### src/hdl/mem_space_pkg.sv
/* Memory space shared definitions */

package mem_space_pkg;

    // ========================================
    // Widths and constants
    // ========================================
    localparam int ADDR_W    = 32;
    localparam int DATA_W    = 32;
    localparam int SEL_W     = 4;
    localparam int ATAG_W    = 2;
    localparam int PAGE_W    = 12;
    localparam int RAM_WORDS = 256;
    localparam int RAM_IDX_W = 8;
    localparam int CSR_NUM_W = 12;

    // Tag mask that marks a CSR instruction on the data port
    localparam logic [ATAG_W-1:0] ATAG_CSR_INSTR = 2'b01;

    // Region pages, top address bits
    localparam logic [PAGE_W-1:0] RAM_PAGE = 12'h800;
    localparam logic [PAGE_W-1:0] CSR_PAGE = 12'h400;

    // Machine trap CSRs
    localparam logic [CSR_NUM_W-1:0] CSR_MSCRATCH = 12'h340;
    localparam logic [CSR_NUM_W-1:0] CSR_MEPC     = 12'h341;
    localparam logic [CSR_NUM_W-1:0] CSR_MCAUSE   = 12'h342;
    localparam logic [CSR_NUM_W-1:0] CSR_MTVAL    = 12'h343;

    // Inter-stage FIFO sizing
    localparam int FIFO_DEPTH = 2;
    localparam int FIFO_PTR_W = (FIFO_DEPTH > 1) ? $clog2(FIFO_DEPTH) : 1;
    localparam int CREDIT_W   = $clog2(FIFO_DEPTH + 1);

    // ========================================
    // Types
    // ========================================
    typedef enum logic {
        PORT_CORE = 1'b0,
        PORT_DATA = 1'b1
    } port_e;

    typedef enum logic [1:0] {
        TGT_RAM   = 2'd0,
        TGT_CSR   = 2'd1,
        TGT_FAULT = 2'd2
    } target_e;

    typedef struct packed {
        logic              stb;
        logic              cyc;
        logic              we;
        logic [SEL_W-1:0]  sel;
        logic [ADDR_W-1:0] addr;
        logic [DATA_W-1:0] data;
        logic [ATAG_W-1:0] atag;
    } wb_req_t;

    typedef struct packed {
        logic              ack;
        logic              err;
        logic [DATA_W-1:0] data;
        logic              tag;
    } wb_rsp_t;

    typedef struct packed {
        port_e             src;
        logic              we;
        logic [SEL_W-1:0]  sel;
        logic [ADDR_W-1:0] addr;
        logic [DATA_W-1:0] data;
        logic [ATAG_W-1:0] atag;
    } mem_req_t;

    typedef struct packed {
        port_e                src;
        target_e              target;
        logic                 we;
        logic [SEL_W-1:0]     sel;
        logic [RAM_IDX_W-1:0] ram_idx;
        logic [CSR_NUM_W-1:0] csr_num;
        logic [DATA_W-1:0]    data;
        logic                 full_word;
    } dec_req_t;

    typedef struct packed {
        port_e             src;
        logic              err;
        logic [DATA_W-1:0] data;
        logic              tag;
    } mem_rsp_t;

    // Sender credit update: spend on push, refund on downstream pop
    function automatic logic [CREDIT_W-1:0] credit_next(
        input logic [CREDIT_W-1:0] cnt,
        input logic                spend,
        input logic                refund
    );
        case ({spend, refund})
            2'b10:   return cnt - 1'b1;
            2'b01:   return cnt + 1'b1;
            default: return cnt;
        endcase
    endfunction

endpackage

### src/hdl/addr_decoder.sv
/* Address decoder */

`timescale 1ns/1ps

module addr_decoder (
    input  logic                    clk_i,
    input  logic                    rst_i,
    input  logic                    valid_i,
    input  mem_space_pkg::mem_req_t req_i,
    input  logic                    credit_i,
    output logic                    pop_o,
    output logic                    push_o,
    output mem_space_pkg::dec_req_t push_data_o
);
    import mem_space_pkg::*;

    logic [CREDIT_W-1:0] credit_q;
    logic [PAGE_W-1:0]   page;
    logic                csr_allowed;
    dec_req_t            dec;

    // Credit is spent as soon as the push is committed
    assign pop_o = valid_i & (credit_q != '0);

    assign page        = req_i.addr[ADDR_W-1 -: PAGE_W];
    assign csr_allowed = (req_i.src == PORT_CORE) || (|(req_i.atag & ATAG_CSR_INSTR));

    always_comb begin
        dec.src       = req_i.src;
        dec.target    = TGT_FAULT;
        dec.we        = req_i.we;
        dec.sel       = req_i.sel;
        // Word index aliases across the page
        dec.ram_idx   = req_i.addr[RAM_IDX_W+1:2];
        dec.csr_num   = req_i.addr[CSR_NUM_W-1:0];
        dec.data      = req_i.data;
        dec.full_word = 1'b0;
        case (page)
            RAM_PAGE: begin
                dec.target = TGT_RAM;
                // Core side only fetches
                if (req_i.src == PORT_CORE) begin
                    dec.we        = 1'b0;
                    dec.sel       = '1;
                    dec.full_word = 1'b1;
                end
            end
            CSR_PAGE: begin
                // Byte selects ignored
                dec.target    = csr_allowed ? TGT_CSR : TGT_FAULT;
                dec.full_word = 1'b1;
            end
            // Flash, IO and unmapped pages
            default: dec.target = TGT_FAULT;
        endcase
    end

    // Payload register
    always_ff @(posedge clk_i) begin
        if (pop_o) begin
            push_data_o <= dec;
        end
    end

    always_ff @(posedge clk_i) begin
        if (rst_i) begin
            push_o   <= 1'b0;
            credit_q <= CREDIT_W'(FIFO_DEPTH);
        end else begin
            push_o   <= pop_o;
            credit_q <= credit_next(credit_q, pop_o, credit_i);
        end
    end

endmodule

### config.mk
export PLATFORM = sky130hd
export DESIGN_NAME = addr_decoder
export DESIGN_NICKNAME = d
export VERILOG_FILES = /design/src/hdl/mem_space_pkg.sv /design/src/hdl/addr_decoder.sv
export SDC_FILE = /design/constraint.sdc
export NUM_CORES = 1
export LEC_CHECK = 0
export BUFFER_PORTS_ARGS = -buffer_cell sky130_fd_sc_hd__buf_2
export CAP_MARGIN = 40
export CELL_PAD_IN_SITES_DETAIL_PLACEMENT = 1
export CELL_PAD_IN_SITES_GLOBAL_PLACEMENT = 1
export CORE_ASPECT_RATIO = 0.8
export CORE_UTILIZATION = 33
export DETAILED_ROUTE_END_ITERATION = 12
export PLACE_DENSITY_LB_ADDON = 0.1
export SYNTH_ARGS = -nofsm -noshare
export SYNTH_HDL_FRONTEND = slang
export SYNTH_SLANG_ARGS = --single-unit
### constraint.sdc
create_clock -name clk_i -period 6.4 [get_ports clk_i]
set_clock_uncertainty 0.2 [all_clocks]
set_input_delay 1.92 -clock clk_i [delete_from_list [all_inputs] [get_ports clk_i]]
set_output_delay 1.92 -clock clk_i [all_outputs]
set_load 0.005 [all_outputs]
Word-level counts from Yosys, hierarchy flattened. Index checks and enable logic that the tools add are counted.

Bits in registers: 64. Bits of input ports: 76. Logic and storage cells: 28.

$add $sub $neg: 2. Equality and inequality tests: 4. Mux-type cells: 7. Bitwise logic cells: 2. Reductions and logical operators: 3.

Operator list (number): 12-bit by 11-bit equality test with 1-bit output (second input constant) (1); 12-bit equality test (second input constant) (1); 5-bit 2-to-1 mux (2); 2-bit one-hot mux with 2 select lines (2); 2-bit nonzero test (2); 2-bit by 1-bit adder with 2-bit output (second input constant) (1); 2-bit by 1-bit equality test with 1-bit output (second input constant) (1); 2-bit equality test (second input constant) (1); 2-bit 2-to-1 mux (1); 1-bit one-hot mux with 2 select lines (1); 2-bit by 1-bit subtractor with 2-bit output (second input constant) (1); 1-bit AND (1); 1-bit logical OR (1); 1-bit 2-to-1 mux (1); 1-bit NOT (1).

Longest topological paths before layout. Gate-level depths: netlist (run 1).

Depth in word-level cells: 4. Depth in mapped cells: 5. Gate-level depth less buffers: 5.

Worst setup path after synthesis (run 1). No wires, ideal clock.

Kind: input-to-output. Start: input valid_i. End: output pop_o. Arrival time: 3.126 ns. Required time: 4.280 ns. Path slack: 1.154 ns. Stages: 2. Cells stage by stage: o21ai_0 inv_1.

Cells in the longest elaborated chain, start to end: 1.

RTL lines: from (decl) (RTL line addr_decoder.sv:8) `input logic valid_i,`; 1-bit AND (RTL line addr_decoder.sv:23) `assign pop_o = valid_i & (credit_q != '0);`; to (decl) (RTL line addr_decoder.sv:11) `output logic pop_o,`.

No other way between the ends.

Worst setup path after layout (run 1). Same ends and word-level chain as after synthesis.

==> results of run 1 <==
## where the power goes
| group | total, W | internal [W] | switching, W | leakage, nW |
|---|---|---|---|---|
| combinational | 0.000107 | 0.0000498 | 0.0000570 | 0.604 |
| sequential | 0.000466 | 0.000453 | 0.0000126 | 0.535 |
| clock | 0.000179 | 0.0000765 | 0.000103 | 0.0399 |
| total | 0.000752 | 0.000579 | 0.000172 | 1.18 |
## worst register-to-register path, cell delays in order, from the launching register on
cell and delay [ns]:
dfxtp_1 0.35, o21ai_0 0.36, ha_1 0.35, o21ai_0 0.15
or3b_1 0.35
## stage by stage
stage	hold WS, ns	total power [W]	setup WS (ns)	utilization	cell area, um2
finish	0.393	0.000752	1.89	0.488	2700
global route	0.414	0.000789	1.84	0.488	2700
CTS	0.397	0.000763	1.87	0.488	2700
detailed placement	0.375	0.000584	1.88	0.474	2620
global placement	0.334	0.000578	1.89	0.474	2620
floorplan	0.312	0.000517	1.15	-	1930
## how the worst min path moves through the flow
stage                            from     endpoint  slack [ns]  cells past startpoint
after floorplan           credit_q[0]  credit_q[0]        0.31                      2
after global placement    credit_q[0]  credit_q[0]        0.33                      2
after detailed placement  credit_q[0]  credit_q[0]        0.37                      2
after CTS                 credit_q[0]  credit_q[0]        0.40                      2
after global routing      credit_q[0]  credit_q[0]        0.41                      2
final                     credit_q[0]  credit_q[0]        0.39                      2
## cell usage in the layout, fill, tap and decap left out, types with 2 or more instances in the layout
| master | count |
|---|---|
| buf_2 | 129 |
| edfxtp_1 | 53 |
| nand2b_1 | 5 |
| clkbuf_8 | 5 |
| nor2_1 | 4 |
| dfxtp_1 | 3 |
| nor4_4 | 2 |
| nor2b_1 | 2 |
| o21ai_0 | 2 |
| xor2_1 | 2 |
| clkbuf_1 | 2 |
## metal layers
metal	wire length [um]	part of all wire
met5	0	0
met4	49	0.011
met3	500	0.12
met2	2250	0.53
met1	1480	0.35
## cells by family after synthesis
logic type	count (synthesis)	synth area share
buf+inv	10	0.0351
simple gates	20	0.0799
compound gates	4	0.0117
xor+xnor	2	0.00910
fa+ha+maj	1	0.00650
flops	56	0.858
## sequential cells by signal (all words and copies together), names as in the netlist
name	count
push_data_o	53
credit_q	2
push_o	1
## layout make-up
type	instances	area (um2)
multi-input combinational	27	206
clock buffer	7	76.3
timing repair buffer	130	653
tap	78	97.6
clock inverter	1	3.75
inverter	2	7.51
fill	612	2830
sequential	56	1650
==> reports/metrics.csv, run 1 <==
stage,metric,value,unit
floorplanning,rows,24,
global_route,grtUsageTotal,0.140,
flow_run,maxCapViolations,0,
routing,wl,4280,um
final_layout,area_delta_synth_final,40.0,%
yosys,ys_seq_area_frac,0.858,
routing,drc,0,
sta,maxSlewHeadroom,0.558,
sta,fin_tns_setup,0,ns
setup_path,cp_max_fo,3,
cts,cts_hold_buf,0,
final_layout,n_antenna_cell,0,
sta,final-max-slew-violation-count,0,
sta,post-route-period-util,0.705,
final_layout,final_cells,301,
sta,fin_crit,4.51,ns
yosys,synth_warnings,0,
yosys,postSynthAreaPerCell,20.7,um2
routing,dr.pass1.iters,4,
global_route,grt_pass1_wl,6220,um
setup_path,crit_type,input port to output port,
setup_path,r2r-end,credit_q[1],
setup_path,path_common_cell,buf_2,
routing,wl_per_cell,14.2,um
setup_path,cp.depth,4,
yosys,synth_common_cells,"edfxtp_1 (53), buf_4 (8), nand2b_1 (5)",
setup_path,reg2reg_from,credit_q[0],
floorplanning,die_x,87.4,um
global_route,grt_pass1_vias,1325,
yosys,synth_nets,170,
setup_path,regToRegSetupSlack,4.53,ns
setup_path,crit_buf_inv,3,
floorplanning,die_h,70.3,um
sta,clock.fmax,222,MHz
cts,cts-buffers-inserted,5,
setup_path,cp.required,4.28,ns
yosys,async_reset_ff_frac,0,
cts,clockBufferDepth,2,
global_route,top_usage_layer,met2,
outcome,status,completed,
cts,clk_pin_slew_worst_paths,0.09,ns
floorplanning,io_pins,139,
worst_hold_path,hold_class,flip-flop to flip-flop,
cts,cts-root-buf,clkbuf_8,
place,post-place-cells,293,
cts,postCtsResizedCells,0,
yosys,synth_edf_count,53,
sta,rsz0062_at_grt,false,
yosys,ys.flop_type,edfxtp_1,
yosys,netlist_area,1930,um2
setup_path,critical-path-top-delay-family,buffers and inverters,
final_layout,drive_gt1_frac,0.623,
cts,cts_setup_buffers,0,
yosys,synth_top_area_cell,edfxtp_1,
setup_path,reg2reg_depth,4,
setup_path,endpoint,pop_o,
setup_path,end_kind,output port,
sta,tightest_slew,0.663,ns
yosys,synth.distinct_cells,20,
global_route,grt.met3_usage,0.0686,
cts,clock_latency,0.30,ns
yosys,synthTopCellsByArea,"edfxtp_1 (83%), dfxtp_1 (3.1%), buf_4 (3.1%)",
yosys,synth.most_common_cell,edfxtp_1,
routing,viasPerCell,4.25,
setup_path,startpoint,valid_i,
global_route,antenna_found_initial,0,
cts,clkSinkCount,56,
floorplanning,start_util,0.349,
global_route,gr-total-overflow,0,
routing,drtIter0Drc,10,
power,power.density,279,nW/um2
cts,htreeDepth,2,
yosys,synth_top_cell_area_share,0.827,
place,port_buffers,129,
yosys,ys_ff_latch,56,
yosys,netlist_instances,93,
routing,postRouteAntennaNets,0,
sta,finalSetupViolCount,0,
place,post-dp-hpwl,3320,um
floorplanning,dieArea,6150,um2
setup_path,cp_cell_sequence,"buf_2, o21ai_0, inv_2, buf_2",
setup_path,crit_slowest_cell,o21ai_0,
floorplanning,fp.coreArea,5530,um2
global_route,grt_util_met2,0.254,
setup_path,crit_path_start_kind,input port,
setup_path,max_stage_delay,0.16,ns
power,p_leak,1.18,nW
final_layout,nets,299,
routing,vias,1279,
cts,tritoncts,built,
sta,hold_viol,0,
global_route,met1_usage,0.132,
global_route,grt_max_degree,54,
power,peakVddDrop,0.151,mV
place,place_congestion,0.646,
setup_path,worstPathArrival,2.39,ns
Note: power is estimated with default switching activity, not from simulation.
==> run 2: changes to the inputs <==
--- a/config.mk
+++ b/config.mk
@@ -5,12 +5,13 @@
 export SDC_FILE = /design/constraint.sdc
 export NUM_CORES = 1
 export LEC_CHECK = 0
+export ABC_AREA = 1
 export BUFFER_PORTS_ARGS = -buffer_cell sky130_fd_sc_hd__buf_2
 export CAP_MARGIN = 40
 export CELL_PAD_IN_SITES_DETAIL_PLACEMENT = 1
 export CELL_PAD_IN_SITES_GLOBAL_PLACEMENT = 1
 export CORE_ASPECT_RATIO = 0.8
-export CORE_UTILIZATION = 33
+export CORE_UTILIZATION = 27
 export DETAILED_ROUTE_END_ITERATION = 12
 export PLACE_DENSITY_LB_ADDON = 0.1
 export SYNTH_ARGS = -nofsm -noshare
==> constraint.sdc (replaced) <==
create_clock -name clk_i -period 3.9 [get_ports clk_i]
set_clock_uncertainty 0.2 [all_clocks]
set_input_delay 1.17 -clock clk_i [delete_from_list [all_inputs] [get_ports clk_i]]
set_output_delay 1.17 -clock clk_i [all_outputs]
set_load 0.005 [all_outputs]
==> reports/metrics.csv, run 2 <==
stage,metric,value,unit,change
power,power,0.00121,W,+61%
cts,cts_hold_buf,0,,unchanged
sta,rsz0062_at_grt,false,,
setup_path,cp_max_fo,2,,-1
sta,finalSetupViolCount,0,,unchanged
power,power.density,434,nW/um2,+56%
yosys,synth_common_cells,"edfxtp_1 (53), nand2_1 (17), inv_1 (13)",,
power,peakVddDrop,0.208,mV,+37%
yosys,synth_top_area_cell,edfxtp_1,,
global_route,grt_pass1_wl,6600,um,+6.2%
yosys,netlist_area,1980,um2,+2.8%
setup_path,crit_buf_inv,3,,unchanged
cts,postCtsResizedCells,0,,unchanged
final_layout,top_register,push_data_o,,
place,place_area,2690,um2,+2.9%
final_layout,drive_gt1_frac,0.587,,-0.0363
sta,fin_crit,2.92,ns,
place,place_congestion,0.705,,+9.2%
yosys,synth_top_cell_area_share,0.804,,-0.0225
cts,cts-root-buf,clkbuf_8,,
setup_path,max_stage_delay,0.15,ns,about the same
sta,tightest_slew,0.680,ns,+0.0170 ns
place,post-dp-hpwl,3400,um,+2.4%
final_layout,top_regs,"push_data_o: 53 flops, credit_q: 2 flops, push_o: 1 flops",,
routing,vias,1343,,+5.0%
power,p_clk_frac,0.263,,+0.025
yosys,synth_edf_count,53,,unchanged
global_route,grtUsageTotal,0.114,,-0.0258
global_route,grt_pass1_vias,1381,,+4.2%
yosys,postSynthAreaPerCell,16.9,um2,-18%
cts,cts-buffers-inserted,5,,unchanged
final_layout,final_common_cell,buf_2,,
sta,fin_tns_setup,0,ns,unchanged
global_route,grt_max_degree,55,,+1.9%
power,net-switching-power,0.000268,W,+55%
yosys,ys.flop_type,edfxtp_1,,
cts,cts_setup_buffers,0,,unchanged
yosys,ys_seq_area_frac,0.834,,-0.0233
sta,whs,0.274,ns,-0.119 ns
yosys,async_reset_ff_frac,0,,unchanged
power,p_seq_frac,0.611,,-0.008
yosys,netlist_instances,117,,+26%
yosys,synth_warnings,0,,unchanged
setup_path,path_common_cell,buf_2,,
routing,postRouteAntennaNets,0,,unchanged
outcome,status,"complete, but fails checks",,
outcome,violations,design-rule violations,,
cts,clock_latency,0.29,ns,about the same
cts,clkSinkCount,56,,unchanged
power,p_comb_frac,0.127,,-0.015
setup_path,cp.required,2.53,ns,-1.75 ns
routing,drc,22,,+22
floorplanning,die_x,97.7,um,+12%
final_layout,postLayoutCoreUtil,0.398,,-0.0901
final_layout,nets,323,,+8.0%
yosys,synth_nets,194,,+14%
sta,final-max-slew-violation-count,0,,unchanged
routing,wl_per_cell,12.8,um,-10%
sta,hold_viol,0,,unchanged
sta,maxSlewHeadroom,0.547,,-0.0113
cts,tritoncts,built,,
yosys,ys_ff_latch,56,,unchanged
floorplanning,fp.coreArea,6990,um2,+27%
setup_path,crit_type,input port to output port,,
setup_path,reg2reg_from,credit_q[1],,
routing,drtIter0Drc,40,,+30
cts,clockBufferDepth,2,,unchanged
global_route,gr-total-overflow,0,,unchanged
floorplanning,rows,27,,+13%
final_layout,area_delta_synth_final,40.6,%,
sta,post-route-period-util,0.748,,
final_layout,n_antenna_cell,0,,unchanged
power,p_leak,1.30,nW,+11%
cts,clk_pin_slew_worst_paths,0.09,ns,about the same
yosys,synthTopCellsByArea,"edfxtp_1 (80%), nand2_1 (3.2%), dfxtp_1 (3.0%)",,
power,p_int,0.000940,W,+62%
floorplanning,die_h,78.6,um,+12%
final_layout,nFillCells,777,,+27%
routing,dr.pass1.iters,8,,+4
global_route,antenna_found_initial,0,,unchanged
setup_path,regToRegSetupSlack,1.80,ns,-2.73 ns
sta,clock.fmax,343,MHz,
worst_hold_path,hold_class,flip-flop to flip-flop,,
setup_path,critical-path-top-delay-family,buffers and inverters,,
final_layout,final_area,2780,um2,+3.2%
yosys,synth.most_common_cell,edfxtp_1,,
setup_path,crit_path_start_kind,input port,,
worst_hold_path,hp-start,credit_q[1],,
setup_path,crit_slowest_cell,buf_2,,
power,switching_share,0.222,,-0.00762
setup_path,startpoint,valid_i,,
flow_run,maxCapViolations,0,,unchanged
place,port_buffers,129,,unchanged
floorplanning,start_util,0.283,,-0.0654
routing,wl,4270,um,-0.28%
setup_path,cp_cell_sequence,"buf_2, inv_1, a21oi_4, buf_2",,
routing,viasPerCell,4.02,,-5.4%
yosys,synth.distinct_cells,19,,-5.0%
cts,htreeDepth,2,,unchanged
final_layout,largest_register_ffs,53,,unchanged
final_layout,layout_common_cells,"buf_2 (129), edfxtp_1 (53), nand2_1 (17)",,
setup_path,worstPathArrival,1.55,ns,-0.84 ns
setup_path,end_kind,output port,,
floorplanning,dieArea,7680,um2,+25%
floorplanning,io_pins,139,,unchanged
-- run 2: final timing paths --
path | end | depth (start not counted)
worst max register to register | credit_q[1] | 9
worst min-delay path | credit_q[1] | 2
worst min register to register | credit_q[1] | 2
worst max-delay path | pop_o | 4
-- run 2: layer usage --
layer / global-route usage / vias up / share of wire
met3: 0.0668 / 2 / 0.15
met2: 0.191 / 89 / 0.47
li1: - / 650 / -
met4: 0.0318 / 0 / 0.0042
met5: 0 / - / 0
met1: 0.123 / 602 / 0.38
-- run 2: logic make-up after synthesis --
family / Yosys count / synth area share
adder cells (fa/ha/maj): 1 / 0.00632
flip-flops: 56 / 0.834
buffers and inverters: 24 / 0.0607
AND/OR/NAND/NOR: 33 / 0.0910
AO/OA/AOI/OAI: 3 / 0.00758
-- run 2: power by group through the flow --
stage / Sequential, W / Combinational (W) / Clock (W)
2_1_floorplan: 0.000761 / 0.0000546 / 0
3_3_place_gp: 0.000749 / 0.000156 / 0
3_5_place_dp: 0.000752 / 0.000158 / 0
4_1_cts: 0.000739 / 0.000158 / 0.000333
5_1_grt: 0.000743 / 0.000171 / 0.000349
6_report: 0.000737 / 0.000153 / 0.000317
-- run 2: stage by stage --
step | cells | setup slack (ns)
4_1_cts | 334 | 0.959
6_report | 334 | 0.981
2_1_floorplan | 117 | 0.370
3_3_place_gp | 326 | 0.899
5_1_grt | 334 | 0.932
3_5_place_dp | 326 | 0.874
-- run 2: area by class of cell --
class	count	area, um2	area share
sequential	56	1650	0.594
multi-input combinational	37	219	0.0787
tap	87	109	0.0391
timing repair buffer	130	653	0.235
clock buffer	8	90.1	0.0324
inverter	16	60.1	0.0216
-- run 2: worst min-delay path, stage by stage, from the launching register on --
cell and delay [ns]:
dfxtp_1 0.34, nand2_1 0.06, nand3_1 0.05
==> run 3: changes to the inputs <==
==> constraint.sdc (replaced) <==
create_clock -name clk_i -period 2.4 [get_ports clk_i]
set_clock_uncertainty 0.2 [all_clocks]
set_input_delay 0.72 -clock clk_i [delete_from_list [all_inputs] [get_ports clk_i]]
set_output_delay 0.72 -clock clk_i [all_outputs]
set_load 0.005 [all_outputs]
==> reports/metrics.csv, run 3 (same netlist as run 2, synthesis figures left out) <==
stage,metric,value,unit,change
outcome,status,"complete, but fails checks",,
outcome,violations,design-rule violations,,
final_layout,top_register,push_data_o,,
place,place_congestion,0.709,,+0.58%
final_layout,area_delta_synth_final,41.5,%,
final_layout,largest_register_ffs,53,,unchanged
cts,cts_setup_buffers,0,,unchanged
setup_path,reg2reg_depth,3,,-6
worst_hold_path,hold_class,flip-flop to flip-flop,,
global_route,grt_pass1_wl,6600,um,unchanged
place,post-dp-hpwl,3250,um,-4.4%
global_route,grtUsageTotal,0.113,,-0.00118
final_layout,final_common_cell,buf_2,,
place,port_buffers,129,,unchanged
cts,cts_hold_buf,0,,unchanged
final_layout,postLayoutCoreUtil,0.401,,+0.00268
power,power,0.00194,W,+61%
cts,clk_pin_slew_worst_paths,0.09,ns,about the same
worst_hold_path,hold_path_end,credit_q[1],,
floorplanning,rows,27,,unchanged
floorplanning,dieArea,7680,um2,unchanged
cts,cts-root-buf,clkbuf_8,,
routing,vias,1352,,+0.67%
cts,htreeDepth,2,,unchanged
sta,fin_crit,2.10,ns,
power,p_leak,1.31,nW,+0.18%
sta,rsz0062_at_grt,false,,
global_route,grt_max_degree,31,,-44%
final_layout,final_area,2800,um2,+0.67%
power,power.density,694,nW/um2,+60%
final_layout,nets,324,,+0.31%
final_layout,n_antenna_cell,0,,unchanged
cts,clkSinkCount,56,,unchanged
setup_path,cp_max_fo,4,,+2
place,post-place-cells,327,,+0.31%
sta,finalSetupViolCount,0,,unchanged
worst_hold_path,hold_depth,2,,unchanged
power,peakVddDrop,0.334,mV,+60%
setup_path,worstPathArrival,1.18,ns,-0.37 ns
setup_path,cp.required,1.48,ns,-1.05 ns
final_layout,layout_common_cells,"buf_2 (129), edfxtp_1 (53), nand2_1 (17)",,
floorplanning,die_h,78.6,um,unchanged
worst_hold_path,hp-start,credit_q[1],,
cts,tritoncts,built,,
cts,clock_latency,0.30,ns,about the same
setup_path,crit_path_start_kind,input port,,
setup_path,startpoint,valid_i,,
setup_path,reg2reg_from,credit_q[1],,
routing,wl,4180,um,-2.1%
flow_run,maxCapViolations,0,,unchanged
floorplanning,start_util,0.283,,unchanged
global_route,gr-total-overflow,0,,unchanged
global_route,antenna_found_initial,0,,unchanged
floorplanning,die_x,97.7,um,unchanged
sta,post-route-period-util,0.875,,
setup_path,end_kind,output port,,
global_route,grt_pass1_vias,1385,,+0.29%
cts,postCtsResizedCells,0,,unchanged
routing,viasPerCell,4.04,,+0.37%
floorplanning,fp.coreArea,6990,um2,unchanged
routing,drtIter0Drc,42,,+5.0%
final_layout,top_regs,"push_data_o: 53 flops, credit_q: 2 flops, push_o: 1 flops",,
routing,wl_per_cell,12.5,um,-2.4%
cts,cts-buffers-inserted,5,,unchanged
sta,maxSlewHeadroom,0.743,,+0.196
sta,tightest_slew,0.386,ns,-0.294 ns
final_layout,drive_gt1_frac,0.597,,+0.00973
setup_path,regToRegSetupSlack,0.86,ns,-0.94 ns
routing,drc,18,,-18%
cts,clockBufferDepth,2,,unchanged
setup_path,r2r-end,push_data_o[57],,
routing,dr.pass1.iters,8,,unchanged
setup_path,crit_type,input port to output port,,
routing,postRouteAntennaNets,0,,unchanged
place,place_area,2720,um2,+1.0%
final_layout,final_cells,335,,+0.30%
floorplanning,io_pins,139,,unchanged
sta,hold_viol,0,,unchanged
sta,final-max-slew-violation-count,0,,unchanged
sta,clock.fmax,476,MHz,
==> run 3: worst max path at each step <==
| stage | slack (ns) | endpoint | depth (start not counted) |
|---|---|---|---|
| 2_1_floorplan | -0.26 | credit_q[1] | 7 |
| 3_3_place_gp | 0.29 | pop_o | 4 |
| 3_5_place_dp | 0.29 | pop_o | 4 |
| 4_1_cts | 0.29 | pop_o | 4 |
| 5_1_grt | 0.26 | pop_o | 4 |
| 6_report | 0.30 | pop_o | 4 |
==> run 3: power by group <==
group,internal [W],leakage [nW],switching (W)
Sequential,0.00118,0.535,0.0000210
Combinational,0.000120,0.730,0.000137
Clock,0.000206,0.0422,0.000285
Total,0.00150,1.31,0.000443
==> run 3: worst max-delay path, cell delays in order <==
cell and delay [ns]:
buf_2 0.13, inv_8 0.03, a21oi_4 0.15, buf_2 0.14
==> run 3: area by class of cell <==
cell class	count	area, um2
Clock inverter	1	5.00
Inverter	16	67.6
Tap cell	87	109
Fill cell	753	4190
Timing Repair Buffer	131	661
Multi-Input combinational cell	37	231
Clock buffer	7	76.3
Sequential cell	56	1650
==> run 3: through the flow <==
stage	worst slack (ns)	setup TNS (ns)	hold slack, ns
floorplan	-0.258	-0.603	0.242
global placement	0.291	0	0.263
detailed placement	0.288	0	0.278
CTS	0.286	0	0.299
global route	0.264	0	0.318
finish	0.299	0	0.294
==> run 3: metal layers <==
layer  global-route usage  routed length, um
met5                    0                  0
met4               0.0409                 31
met3               0.0597                521
met2                0.177               1810
met1                0.132               1820
